### src/logic/snake_pkg.sv
package snake_pkg;

	typedef logic [2:0] colour_t;

	localparam colour_t colour_black = 3'b000;
	localparam colour_t colour_snake = 3'b010;	// green.
	localparam colour_t colour_food  = 3'b100;	// red.

	typedef enum logic [1:0] {
		dir_up    = 2'd0,
		dir_down  = 2'd1,
		dir_left  = 2'd2,
		dir_right = 2'd3
	} dir_t;	// bit 0 flips to the opposite direction.

	typedef enum logic [2:0] {
		st_idle,
		st_clear,
		st_init,
		st_wait_tick,
		st_move,
		st_over
	} game_state_t;

	localparam int score_digits = 4;

endpackage

### src/logic/tick_divider.sv
`timescale 1ns/1ps

module tick_divider import snake_pkg::*; #(
	parameter int tick_cycles = 10_000_000,
	parameter int tick_step = 200_000,
	parameter int tick_min = 2_000_000
) (
	input  logic clk,
	input  logic reset_n,
	input  logic run,
	input  logic [4*score_digits-1:0] score,
	output logic tick
);
	logic [31:0] score_bin;
	logic [31:0] step_total;
	logic [31:0] period;
	logic [31:0] count;

	always_comb
	begin
		score_bin = '0;
		for (int i = score_digits - 1; i >= 0; i--)
			score_bin = score_bin * 32'd10 + 32'(score[4*i +: 4]);	// bcd to binary.
		step_total = score_bin * 32'(tick_step);
		if (step_total >= 32'(tick_cycles - tick_min))
			period = 32'(tick_min);	// floor.
		else
			period = 32'(tick_cycles) - step_total;
	end

	always_ff @(posedge clk or negedge reset_n)
	begin
		if (!reset_n)
		begin
			count <= 32'(tick_cycles - 1);
			tick <= 1'b0;
		end
		else if (!run)
		begin
			count <= 32'(tick_cycles - 1);
			tick <= 1'b0;
		end
		else if (count == '0)
		begin
			count <= period - 32'd1;	// new rate picked up here.
			tick <= 1'b1;
		end
		else
		begin
			count <= count - 32'd1;
			tick <= 1'b0;
		end
	end

	assert property (@(posedge clk) disable iff (!reset_n) tick |=> !tick)
		else $error("tick held for two cycles, period %0d", period);

endmodule

### src/logic/snake_fsm.sv
`timescale 1ns/1ps

module snake_fsm import snake_pkg::*; (
	input  logic clk,
	input  logic reset_n,
	input  logic start,
	input  logic tick,
	input  logic clear_done,
	input  logic step_done,
	input  logic died,
	output logic clear_req,
	output logic init_body,
	output logic step,
	output logic run,
	output logic playing,
	output logic dead
);
	game_state_t state;
	logic pending;	// one tick caught mid-move.

	always_ff @(posedge clk or negedge reset_n)
	begin
		if (!reset_n)
		begin
			state <= st_idle;
			pending <= 1'b0;
			clear_req <= 1'b0;
			init_body <= 1'b0;
			step <= 1'b0;
		end
		else
		begin
			clear_req <= 1'b0;
			init_body <= 1'b0;
			step <= 1'b0;
			case (state)
				st_idle, st_over:
					if (start)
					begin
						state <= st_clear;
						clear_req <= 1'b1;
					end
				st_clear:
					if (clear_done)
					begin
						state <= st_init;
						init_body <= 1'b1;
					end
				st_init:
				begin
					state <= st_wait_tick;
					pending <= 1'b0;
				end
				st_wait_tick:
					if (tick)
					begin
						state <= st_move;
						step <= 1'b1;
					end
				st_move:
				begin
					if (step_done)
					begin
						pending <= 1'b0;
						if (died)
							state <= st_over;
						else if (pending || tick)
							step <= 1'b1;	// back-to-back move.
						else
							state <= st_wait_tick;
					end
					else if (tick)
						pending <= 1'b1;	// a second one is dropped.
				end
				default: state <= st_idle;
			endcase
		end
	end

	assign run = (state == st_wait_tick) || (state == st_move);
	assign playing = run || (state == st_init);
	assign dead = (state == st_over);

	// no new move until the body reports the previous one finished.
	assert property (@(posedge clk) disable iff (!reset_n) step |=> (!step) until_with step_done)
		else $error("step raised during a move, state %0d", state);

endmodule

### src/logic/snake_body.sv
`timescale 1ns/1ps

module snake_body import snake_pkg::*; #(
	parameter int grid_cols = 160,
	parameter int grid_rows = 120,
	parameter int max_length = 32,
	parameter logic [15:0] lfsr_seed = 16'hace1
) (
	input  logic clk,
	input  logic reset_n,
	input  logic init_body,
	input  logic step,
	input  logic [3:0] dir_buttons,
	output logic [7:0] body_x,
	output logic [6:0] body_y,
	output colour_t body_colour,
	output logic body_plot,
	output logic step_done,
	output logic died,
	output logic ate
);
	localparam int ptr_w = $clog2(max_length);
	localparam int len_w = $clog2(max_length + 1);
	localparam logic [7:0] last_col = 8'(grid_cols - 1);
	localparam logic [6:0] last_row = 7'(grid_rows - 1);
	localparam logic [7:0] mid_x = 8'(grid_cols / 2);
	localparam logic [6:0] mid_y = 7'(grid_rows / 2);

	typedef enum logic [2:0] {p_idle, p_init, p_scan, p_erase, p_head, p_food} phase_t;

	logic [7:0] ring_x [max_length];
	logic [6:0] ring_y [max_length];
	logic [ptr_w-1:0] head_ptr;
	logic [ptr_w-1:0] tail_ptr;
	logic [ptr_w-1:0] scan_ptr;
	logic [len_w-1:0] length;
	logic [len_w-1:0] scan_left;
	phase_t phase;
	dir_t dir;
	dir_t press;
	dir_t dir_sel;
	logic [1:0] init_cnt;
	logic [7:0] next_x, new_x, food_x, rand_x;
	logic [6:0] next_y, new_y, food_y, rand_y;
	logic [15:0] lfsr;
	logic wall;
	logic eat;
	logic grow;
	logic hit;
	logic match;

	function automatic logic [ptr_w-1:0] ptr_inc(input logic [ptr_w-1:0] p);
		if (p == ptr_w'(max_length - 1))
			return '0;
		return p + 1'b1;
	endfunction

	always_comb
	begin
		case (dir_buttons)
			4'b0001: press = dir_up;
			4'b0010: press = dir_down;
			4'b0100: press = dir_left;
			4'b1000: press = dir_right;
			default: press = dir;	// none or several held.
		endcase
		dir_sel = (press == dir_t'(dir ^ 2'b01)) ? dir : press;
		next_x = ring_x[head_ptr];
		next_y = ring_y[head_ptr];
		wall = 1'b0;
		case (dir_sel)
			dir_up:
			begin
				wall = (next_y == 7'd0);
				next_y = next_y - 7'd1;
			end
			dir_down:
			begin
				wall = (next_y == last_row);
				next_y = next_y + 7'd1;
			end
			dir_left:
			begin
				wall = (next_x == 8'd0);
				next_x = next_x - 8'd1;
			end
			default:
			begin
				wall = (next_x == last_col);
				next_x = next_x + 8'd1;
			end
		endcase
	end

	// the tail only blocks the head when it stays put.
	assign match = (ring_x[scan_ptr] == new_x) && (ring_y[scan_ptr] == new_y)
		&& (scan_ptr != tail_ptr || grow);
	assign rand_x = 8'(lfsr[15:8] % grid_cols);
	assign rand_y = 7'(lfsr[7:0] % grid_rows);

	always_ff @(posedge clk or negedge reset_n)
	begin
		if (!reset_n)
			lfsr <= lfsr_seed;
		else
			lfsr <= {1'b0, lfsr[15:1]} ^ (lfsr[0] ? 16'hb400 : 16'h0000);
	end

	always_ff @(posedge clk)
	begin
		if (init_body)
		begin
			ring_x[0] <= mid_x - 8'd2;
			ring_x[1] <= mid_x - 8'd1;
			ring_x[2] <= mid_x;
			ring_y[0] <= mid_y;
			ring_y[1] <= mid_y;
			ring_y[2] <= mid_y;
		end
		else if (phase == p_head)
		begin
			ring_x[ptr_inc(head_ptr)] <= new_x;
			ring_y[ptr_inc(head_ptr)] <= new_y;
		end
	end

	always_ff @(posedge clk or negedge reset_n)
	begin
		if (!reset_n)
		begin
			phase <= p_idle;
			head_ptr <= '0;
			tail_ptr <= '0;
			scan_ptr <= '0;
			length <= '0;
			scan_left <= '0;
			dir <= dir_right;
			init_cnt <= '0;
			new_x <= '0;
			new_y <= '0;
			food_x <= '0;
			food_y <= '0;
			eat <= 1'b0;
			grow <= 1'b0;
			hit <= 1'b0;
			body_x <= '0;
			body_y <= '0;
			body_colour <= colour_black;
			body_plot <= 1'b0;
			step_done <= 1'b0;
			died <= 1'b0;
			ate <= 1'b0;
		end
		else
		begin
			body_plot <= 1'b0;
			step_done <= 1'b0;
			died <= 1'b0;
			ate <= 1'b0;
			if (init_body)
			begin
				head_ptr <= ptr_w'(2);
				tail_ptr <= '0;
				length <= len_w'(3);
				dir <= dir_right;
				food_x <= rand_x;
				food_y <= rand_y;
				init_cnt <= '0;
				phase <= p_init;
			end
			else
			begin
				case (phase)
					p_idle:
						if (step)
						begin
							dir <= dir_sel;	// direction locked here.
							new_x <= next_x;
							new_y <= next_y;
							hit <= wall;
							eat <= (next_x == food_x) && (next_y == food_y);
							grow <= (next_x == food_x) && (next_y == food_y)
								&& (length < len_w'(max_length));
							scan_ptr <= tail_ptr;
							scan_left <= length;
							phase <= p_scan;
						end
					p_init:
					begin
						body_plot <= 1'b1;
						init_cnt <= init_cnt + 2'd1;
						if (init_cnt == 2'd3)
						begin
							body_x <= food_x;
							body_y <= food_y;
							body_colour <= colour_food;
							phase <= p_idle;
						end
						else
						begin
							body_x <= ring_x[ptr_w'(2'd2 - init_cnt)];	// head first.
							body_y <= ring_y[ptr_w'(2'd2 - init_cnt)];
							body_colour <= colour_snake;
						end
					end
					p_scan:
					begin
						hit <= hit | match;
						scan_ptr <= ptr_inc(scan_ptr);
						scan_left <= scan_left - 1'b1;
						if (scan_left == len_w'(1))
						begin
							if (hit || match)
							begin
								step_done <= 1'b1;
								died <= 1'b1;
								phase <= p_idle;
							end
							else
								phase <= grow ? p_head : p_erase;
						end
					end
					p_erase:
					begin
						body_x <= ring_x[tail_ptr];
						body_y <= ring_y[tail_ptr];
						body_colour <= colour_black;
						body_plot <= 1'b1;
						tail_ptr <= ptr_inc(tail_ptr);
						phase <= p_head;
					end
					p_head:
					begin
						body_x <= new_x;
						body_y <= new_y;
						body_colour <= colour_snake;
						body_plot <= 1'b1;
						head_ptr <= ptr_inc(head_ptr);
						if (grow)
							length <= length + 1'b1;
						if (eat)
							phase <= p_food;
						else
						begin
							step_done <= 1'b1;
							phase <= p_idle;
						end
					end
					default:
					begin
						food_x <= rand_x;
						food_y <= rand_y;
						body_x <= rand_x;
						body_y <= rand_y;
						body_colour <= colour_food;
						body_plot <= 1'b1;
						step_done <= 1'b1;
						ate <= 1'b1;
						phase <= p_idle;
					end
				endcase
			end
		end
	end

	assert property (@(posedge clk) disable iff (!reset_n)
		body_plot |-> (body_x <= last_col) && (body_y <= last_row))
		else $error("plot off grid at x %h y %h", body_x, body_y);

endmodule

### src/logic/frame_writer.sv
`timescale 1ns/1ps

module frame_writer import snake_pkg::*; #(
	parameter int grid_cols = 160,
	parameter int grid_rows = 120
) (
	input  logic clk,
	input  logic reset_n,
	input  logic clear_req,
	input  logic [7:0] body_x,
	input  logic [6:0] body_y,
	input  colour_t body_colour,
	input  logic body_plot,
	output logic [7:0] x,
	output logic [6:0] y,
	output colour_t colour,
	output logic plot,
	output logic clear_done
);
	localparam logic [7:0] last_col = 8'(grid_cols - 1);
	localparam logic [6:0] last_row = 7'(grid_rows - 1);

	logic sweeping;
	logic last_pix;
	logic [7:0] sx;
	logic [6:0] sy;
	logic [7:0] cur_x;
	logic [6:0] cur_y;

	assign cur_x = clear_req ? 8'd0 : sx;	// a request restarts at the corner.
	assign cur_y = clear_req ? 7'd0 : sy;
	assign last_pix = (cur_x == last_col) && (cur_y == last_row);

	always_ff @(posedge clk or negedge reset_n)
	begin
		if (!reset_n)
		begin
			sweeping <= 1'b0;
			sx <= '0;
			sy <= '0;
			x <= '0;
			y <= '0;
			colour <= colour_black;
			plot <= 1'b0;
			clear_done <= 1'b0;
		end
		else if (clear_req || sweeping)
		begin
			x <= cur_x;
			y <= cur_y;
			colour <= colour_black;
			plot <= 1'b1;
			sx <= (cur_x == last_col) ? 8'd0 : cur_x + 8'd1;
			sy <= (cur_x == last_col) ? cur_y + 7'd1 : cur_y;
			sweeping <= !last_pix;
			clear_done <= last_pix;
		end
		else
		begin
			x <= body_x;
			y <= body_y;
			colour <= body_colour;
			plot <= body_plot;
			clear_done <= 1'b0;
		end
	end

	assert property (@(posedge clk) disable iff (!reset_n) sweeping |-> !body_plot)
		else $error("body plot at x %h y %h during clear", body_x, body_y);

endmodule

### src/logic/score_keeper.sv
`timescale 1ns/1ps

module score_keeper import snake_pkg::*; (
	input  logic clk,
	input  logic reset_n,
	input  logic init_body,
	input  logic ate,
	input  logic died,
	output logic [4*score_digits-1:0] score,
	output logic [4*score_digits-1:0] high_score
);
	localparam logic [4*score_digits-1:0] score_max = {score_digits{4'h9}};

	logic [4*score_digits-1:0] score_inc;
	logic carry;

	always_comb
	begin
		score_inc = score;
		carry = 1'b1;
		for (int i = 0; i < score_digits; i++)
		begin
			if (carry)
			begin
				if (score[4*i +: 4] == 4'd9)
					score_inc[4*i +: 4] = 4'd0;	// ripple on.
				else
				begin
					score_inc[4*i +: 4] = score[4*i +: 4] + 4'd1;
					carry = 1'b0;
				end
			end
		end
	end

	always_ff @(posedge clk or negedge reset_n)
	begin
		if (!reset_n)
		begin
			score <= '0;
			high_score <= '0;
		end
		else
		begin
			if (init_body)
				score <= '0;
			else if (ate && score != score_max)
				score <= score_inc;
			// digits most significant first, so a plain compare orders bcd.
			if (died && score > high_score)
				high_score <= score;
		end
	end

	for (genvar i = 0; i < score_digits; i++)
	begin : g_digit_chk
		assert property (@(posedge clk) disable iff (!reset_n) score[4*i +: 4] <= 4'd9)
			else $error("score digit %0d not bcd, score %h", i, score);
	end

endmodule

### src/logic/snake_game.sv
`timescale 1ns/1ps

module snake_game import snake_pkg::*; #(
	parameter int grid_cols = 160,
	parameter int grid_rows = 120,
	parameter int max_length = 32,
	parameter int tick_cycles = 10_000_000,
	parameter int tick_step = 200_000,
	parameter int tick_min = 2_000_000,
	parameter logic [15:0] lfsr_seed = 16'hace1
) (
	input  logic clk,
	input  logic reset_n,
	input  logic start,
	input  logic [3:0] dir_buttons,
	output logic [7:0] x,
	output logic [6:0] y,
	output colour_t colour,
	output logic plot,
	output logic [4*score_digits-1:0] score,
	output logic [4*score_digits-1:0] high_score,
	output logic dead,
	output logic playing
);
	logic tick;
	logic run;
	logic clear_req;
	logic clear_done;
	logic init_body;
	logic step;
	logic step_done;
	logic died;
	logic ate;
	logic [7:0] body_x;
	logic [6:0] body_y;
	colour_t body_colour;
	logic body_plot;

	tick_divider #(.tick_cycles(tick_cycles), .tick_step(tick_step), .tick_min(tick_min))
		u_tick (.clk, .reset_n, .run, .score, .tick);

	snake_fsm u_fsm (.clk, .reset_n, .start, .tick, .clear_done, .step_done, .died,
		.clear_req, .init_body, .step, .run, .playing, .dead);

	snake_body #(.grid_cols(grid_cols), .grid_rows(grid_rows), .max_length(max_length),
		.lfsr_seed(lfsr_seed))
		u_body (.clk, .reset_n, .init_body, .step, .dir_buttons, .body_x, .body_y,
			.body_colour, .body_plot, .step_done, .died, .ate);

	frame_writer #(.grid_cols(grid_cols), .grid_rows(grid_rows))
		u_writer (.clk, .reset_n, .clear_req, .body_x, .body_y, .body_colour, .body_plot,
			.x, .y, .colour, .plot, .clear_done);

	score_keeper u_score (.clk, .reset_n, .init_body, .ate, .died, .score, .high_score);

endmodule

### config.mk
export PLATFORM = sky130hd
export DESIGN_NAME = snake_game
export DESIGN_NICKNAME = d
export VERILOG_FILES = /design/src/logic/snake_pkg.sv /design/src/logic/tick_divider.sv /design/src/logic/snake_fsm.sv /design/src/logic/snake_body.sv /design/src/logic/frame_writer.sv /design/src/logic/score_keeper.sv /design/src/logic/snake_game.sv
export SDC_FILE = /design/constraint.sdc
export NUM_CORES = 2
export LEC_CHECK = 0
export ABC_CLOCK_PERIOD_IN_PS = 16900
export BUFFER_PORTS_ARGS = -buffer_cell sky130_fd_sc_hd__buf_4
export CAP_MARGIN = 0
export CORE_MARGIN = 2
export CORE_UTILIZATION = 25
export CTS_CLUSTER_SIZE = 24
export DETAILED_ROUTE_END_ITERATION = 16
export PLACE_DENSITY = 0.38
export SYNTH_ARGS = -nofsm -noshare
export SYNTH_HDL_FRONTEND = slang
export SYNTH_SLANG_ARGS = --single-unit
### constraint.sdc
create_clock -name clk -period 16.9 [get_ports clk]
set_input_delay 2.535 -clock clk [delete_from_list [all_inputs] [get_ports clk]]
set_output_delay 2.535 -clock clk [all_outputs]
set_load 0.01 [all_outputs]
==> impl_metrics.prom <==
# TYPE chip_impl_metric gauge
chip_impl_metric{name="ctsResizeCount",unit=""} 0
chip_impl_metric{name="clock_path_buffers",unit=""} 3
chip_impl_metric{name="total_power",unit="mW"} 3.92
chip_impl_info{name="crit_path_frequent_cell",value="sky130_fd_sc_hd__ha_1"} 1
chip_impl_metric{name="synth_sequential_area_ratio",unit="%"} 44.5
chip_impl_metric{name="buffer_ports.inserted",unit=""} 58
chip_impl_info{name="crit_slowest_cell",value="sky130_fd_sc_hd__or4b_2"} 1
chip_impl_info{name="hold_path.class",value="register to register"} 1
chip_impl_metric{name="dr_total_vias",unit=""} 29908
chip_impl_metric{name="synth.cell_area",unit="mm2"} 0.0443
chip_impl_metric{name="cts_hold_buf",unit=""} 0
chip_impl_metric{name="post_cts_buffers",unit=""} 0
chip_impl_metric{name="clock_skew",unit="ns"} 0.0463
chip_impl_metric{name="slew-limit-headroom",unit="%"} 11.4
chip_impl_metric{name="globalplace.congestion",unit=""} 0.814
chip_impl_metric{name="number_of_antenna_violations_at_the_first_check_in_global_routing",unit=""} 9
chip_impl_metric{name="max_freq",unit="MHz"} 77.6
chip_impl_info{name="status",value="complete, no violations"} 1
chip_impl_metric{name="slew_violations",unit=""} 0
chip_impl_metric{name="power_per_cell_area",unit="mW/mm2"} 77.1
chip_impl_metric{name="vdd.ir_drop.worst",unit="mV"} 0.0629
chip_impl_metric{name="design.core.area",unit="mm2"} 0.176
chip_impl_metric{name="antenna_violating_nets_post_route",unit=""} 0
chip_impl_metric{name="final.period_utilization",unit="%"} 76.2
chip_impl_metric{name="numCtsBuffers",unit=""} 92
chip_impl_metric{name="cp_data_required_time",unit="ns"} 17.52
chip_impl_metric{name="layout-area-overhead-vs-synth",unit="%"} 14.9
chip_impl_metric{name="routed_via_density",unit=""} 5.15
chip_impl_metric{name="yosys.cell_types.count",unit=""} 86
chip_impl_info{name="crit_path_end_kind",value="register"} 1
chip_impl_metric{name="drive_above_1_share",unit="%"} 24.5
chip_impl_metric{name="route.detailed.wl_per_inst",unit="um"} 27.1
chip_impl_metric{name="htree_num_levels",unit=""} 3
chip_impl_metric{name="first_pass_grt_wire_length",unit="um"} 229000
chip_impl_info{name="timing.critical_path.from_type",value="register"} 1
chip_impl_metric{name="clock_insertion_delay_worst_skew",unit="ns"} 0.72
chip_impl_info{name="root_buffer",value="sky130_fd_sc_hd__clkbuf_16"} 1
chip_impl_metric{name="synth_warnings",unit=""} 0
chip_impl_metric{name="setup_viol",unit=""} 0
chip_impl_metric{name="asyncSetResetFlopFracSynth",unit="%"} 30.5
chip_impl_metric{name="total_leakage_power",unit="nW"} 18.4
chip_impl_metric{name="fin_hold_ws",unit="ns"} 0.390
chip_impl_metric{name="layout.nets",unit=""} 3655
chip_impl_metric{name="ios",unit=""} 60
chip_impl_metric{name="first_global_vias",unit=""} 30763
chip_impl_metric{name="detail_route.iter0.violations",unit=""} 2495
chip_impl_metric{name="grt.total_usage",unit="%"} 17.5
chip_impl_metric{name="floorplan.die_area",unit="mm2"} 0.181
chip_impl_metric{name="largest_net_degree_at_the_start_of_global_routing",unit=""} 91
chip_impl_metric{name="initial_utilization",unit="%"} 25.1
chip_impl_metric{name="worst_setup_hold_path_clk_slew",unit="ns"} 0.06
chip_impl_metric{name="maxCapViolCount",unit=""} 0
chip_impl_metric{name="drt_first_pass_iters",unit=""} 5
chip_impl_metric{name="fp-row-count",unit=""} 154
chip_impl_metric{name="die_height",unit="um"} 425
chip_impl_metric{name="hpwlAfterDp",unit="um"} 106000
chip_impl_metric{name="drc",unit=""} 0
chip_impl_metric{name="synth.ff_latch_count",unit=""} 691
chip_impl_info{name="crit_type",value="register to register"} 1
chip_impl_metric{name="setup_total_negative_slack",unit="ns"} 0
chip_impl_metric{name="totalWireLength",unit="um"} 158000
chip_impl_metric{name="avgSynthCellArea",unit="um2"} 13.3
chip_impl_info{name="layout_commonest_cell",value="sky130_fd_sc_hd__edfxtp_1"} 1
chip_impl_metric{name="endpoint_arrival_time_on_the_critical_path",unit="ns"} 13.50
chip_impl_metric{name="path_max_fanout",unit=""} 14
chip_impl_metric{name="worst_pin_slew",unit="ns"} 1.33
chip_impl_metric{name="finalCriticalPeriod",unit="ns"} 12.88
chip_impl_metric{name="placedInstanceArea",unit="mm2"} 0.0479
chip_impl_info{name="postSynth.topFlopCell",value="sky130_fd_sc_hd__edfxtp_1"} 1
chip_impl_info{name="rsz0062_at_grt",value="false"} 1
chip_impl_metric{name="synth_enable_flop_cells",unit=""} 480
chip_impl_metric{name="netlist_instances",unit=""} 3327
chip_impl_metric{name="post-route-cell-area",unit="mm2"} 0.0509
chip_impl_metric{name="chipWidth",unit="um"} 425
chip_impl_metric{name="gr-total-overflow",unit=""} 0
chip_impl_metric{name="clock_sink_count",unit=""} 691
chip_impl_metric{name="peak_per_stage_delay_on_the_critical_path",unit="ns"} 0.73
chip_impl_info{name="final_cell_mix",value="sky130_fd_sc_hd__edfxtp_1, sky130_fd_sc_hd__mux4_2, sky130_fd_sc_hd__inv_1, sky130_fd_sc_hd__ha_1, sky130_fd_sc_hd__nand2_1"} 1
chip_impl_info{name="clock_tree_from_tritoncts",value="built"} 1
chip_impl_metric{name="hold_viol_final",unit=""} 0
[layout make-up]
type	count	area (um2)
fillers	17938	125000
multi-input cells	2233	23100
flip-flops and latches	691	19800
well taps	2340	2930
clock buffers	117	2460
repair buffers	166	1280
inverters	209	785
clock inverters	51	522
diodes	1	2.50
[cell usage after synthesis (all sizes together), types with 36 or more instances]
| master | n | area share [%] |
|---|---|---|
| and2 | 37 | 0.52 |
| mux2i | 113 | 2.6 |
| mux4 | 425 | 22 |
| edfxtp | 480 | 33 |
| dfrtp | 187 | 11 |
| nor2b | 36 | 0.51 |
| xnor2 | 94 | 1.9 |
| xor2 | 70 | 1.4 |
| nor3 | 49 | 0.58 |
| nand3 | 47 | 0.53 |
| o21ai | 130 | 1.5 |
| nor2 | 213 | 1.8 |
| fa | 64 | 2.9 |
| ha | 191 | 5.4 |
| clkbuf | 139 | 1.2 |
| nand2 | 184 | 1.6 |
| buf | 60 | 0.55 |
| inv | 209 | 1.8 |
| a21oi | 135 | 1.5 |
[sequential cells by signal, indices dropped and copies added (netlist names), 6 cells and up]
signal and cells:
u_body.body_y 7, u_score.score 16, u_tick.count 32, u_body.new_y 7, u_body.food_y 7, u_body.ring_y 224, u_writer.sx 8, u_body.length 6
u_body.food_x 8, u_body.scan_left 6, u_score.high_score 16, u_body.lfsr 16, u_body.body_x 8, u_writer.y 7, u_body.ring_x 256, u_body.new_x 8
u_writer.x 8, u_writer.sy 7
[worst max-delay path, delay by kind of cell, from the launching register on]
family	cells	cell delay, ns
adder cells (fa/ha/maj)	13	4.75
AND/OR/NAND/NOR	10	3.24
AO/OA/AOI/OAI	12	2.43
XOR/XNOR	5	1.65
flip-flops	1	0.48
buffers and inverters	4	0.23
[cell families (layout without fill, tap and decap cells)]
logic type,after synthesis,count (layout),share of synthesized area (%)
mux,564,564,24.8
flops,691,691,44.5
fa+ha+maj,256,256,8.31
compound gates,498,498,7.21
buf+inv,408,543,3.50
xor+xnor,165,165,3.29
other cells,1,7,0.00847
simple gates,744,744,8.30
[power by group]
part | leakage, nW | internal, mW | switching [mW]
combinational | 9.36 | 0.0449 | 0.0791
sequential | 7.61 | 1.81 | 0.0215
clock | 1.46 | 1.15 | 0.814
[worst paths after layout]
path	cells after the start	end	slack, ns	from
worst max-delay path	44	u_tick.count[30]$_DFF_PN0_	4.02	u_score.score[13]$_DFFE_PN0P_
worst min-delay path	0	u_body.lfsr[5]$_DFF_PN1_	0.39	u_body.lfsr[6]$_DFF_PN1_
worst max register to register	44	u_tick.count[30]$_DFF_PN0_	4.02	u_score.score[13]$_DFFE_PN0P_
worst min register to register	0	u_body.lfsr[5]$_DFF_PN1_	0.39	u_body.lfsr[6]$_DFF_PN1_
max in group asynchronous	2	u_writer.x[6]$_DFF_PN0_	13.45	reset_n
min in group asynchronous	1	u_score.score[5]$_DFFE_PN0P_	1.85	reset_n
[metrics by stage]
step | utilization (%) | cells | setup slack (ns)
5_1_grt | 28.9 | 5808 | 2.94
2_1_floorplan | - | 3332 | 5.20
3_5_place_dp | 27.2 | 5639 | 4.02
6_report | 28.9 | 5808 | 4.02
4_1_cts | 28.9 | 5807 | 3.99
3_3_place_gp | 27.2 | 5639 | 4.15
[metal layers]
layer,up-vias,share of wire (%),GRT usage [%]
li1,13061,-,-
met1,15849,44,23.8
met2,813,48,28.4
met3,185,6.3,3.57
met4,0,2.3,4.24
met5,-,0,0
Note: power is estimated with default switching activity, not from simulation.
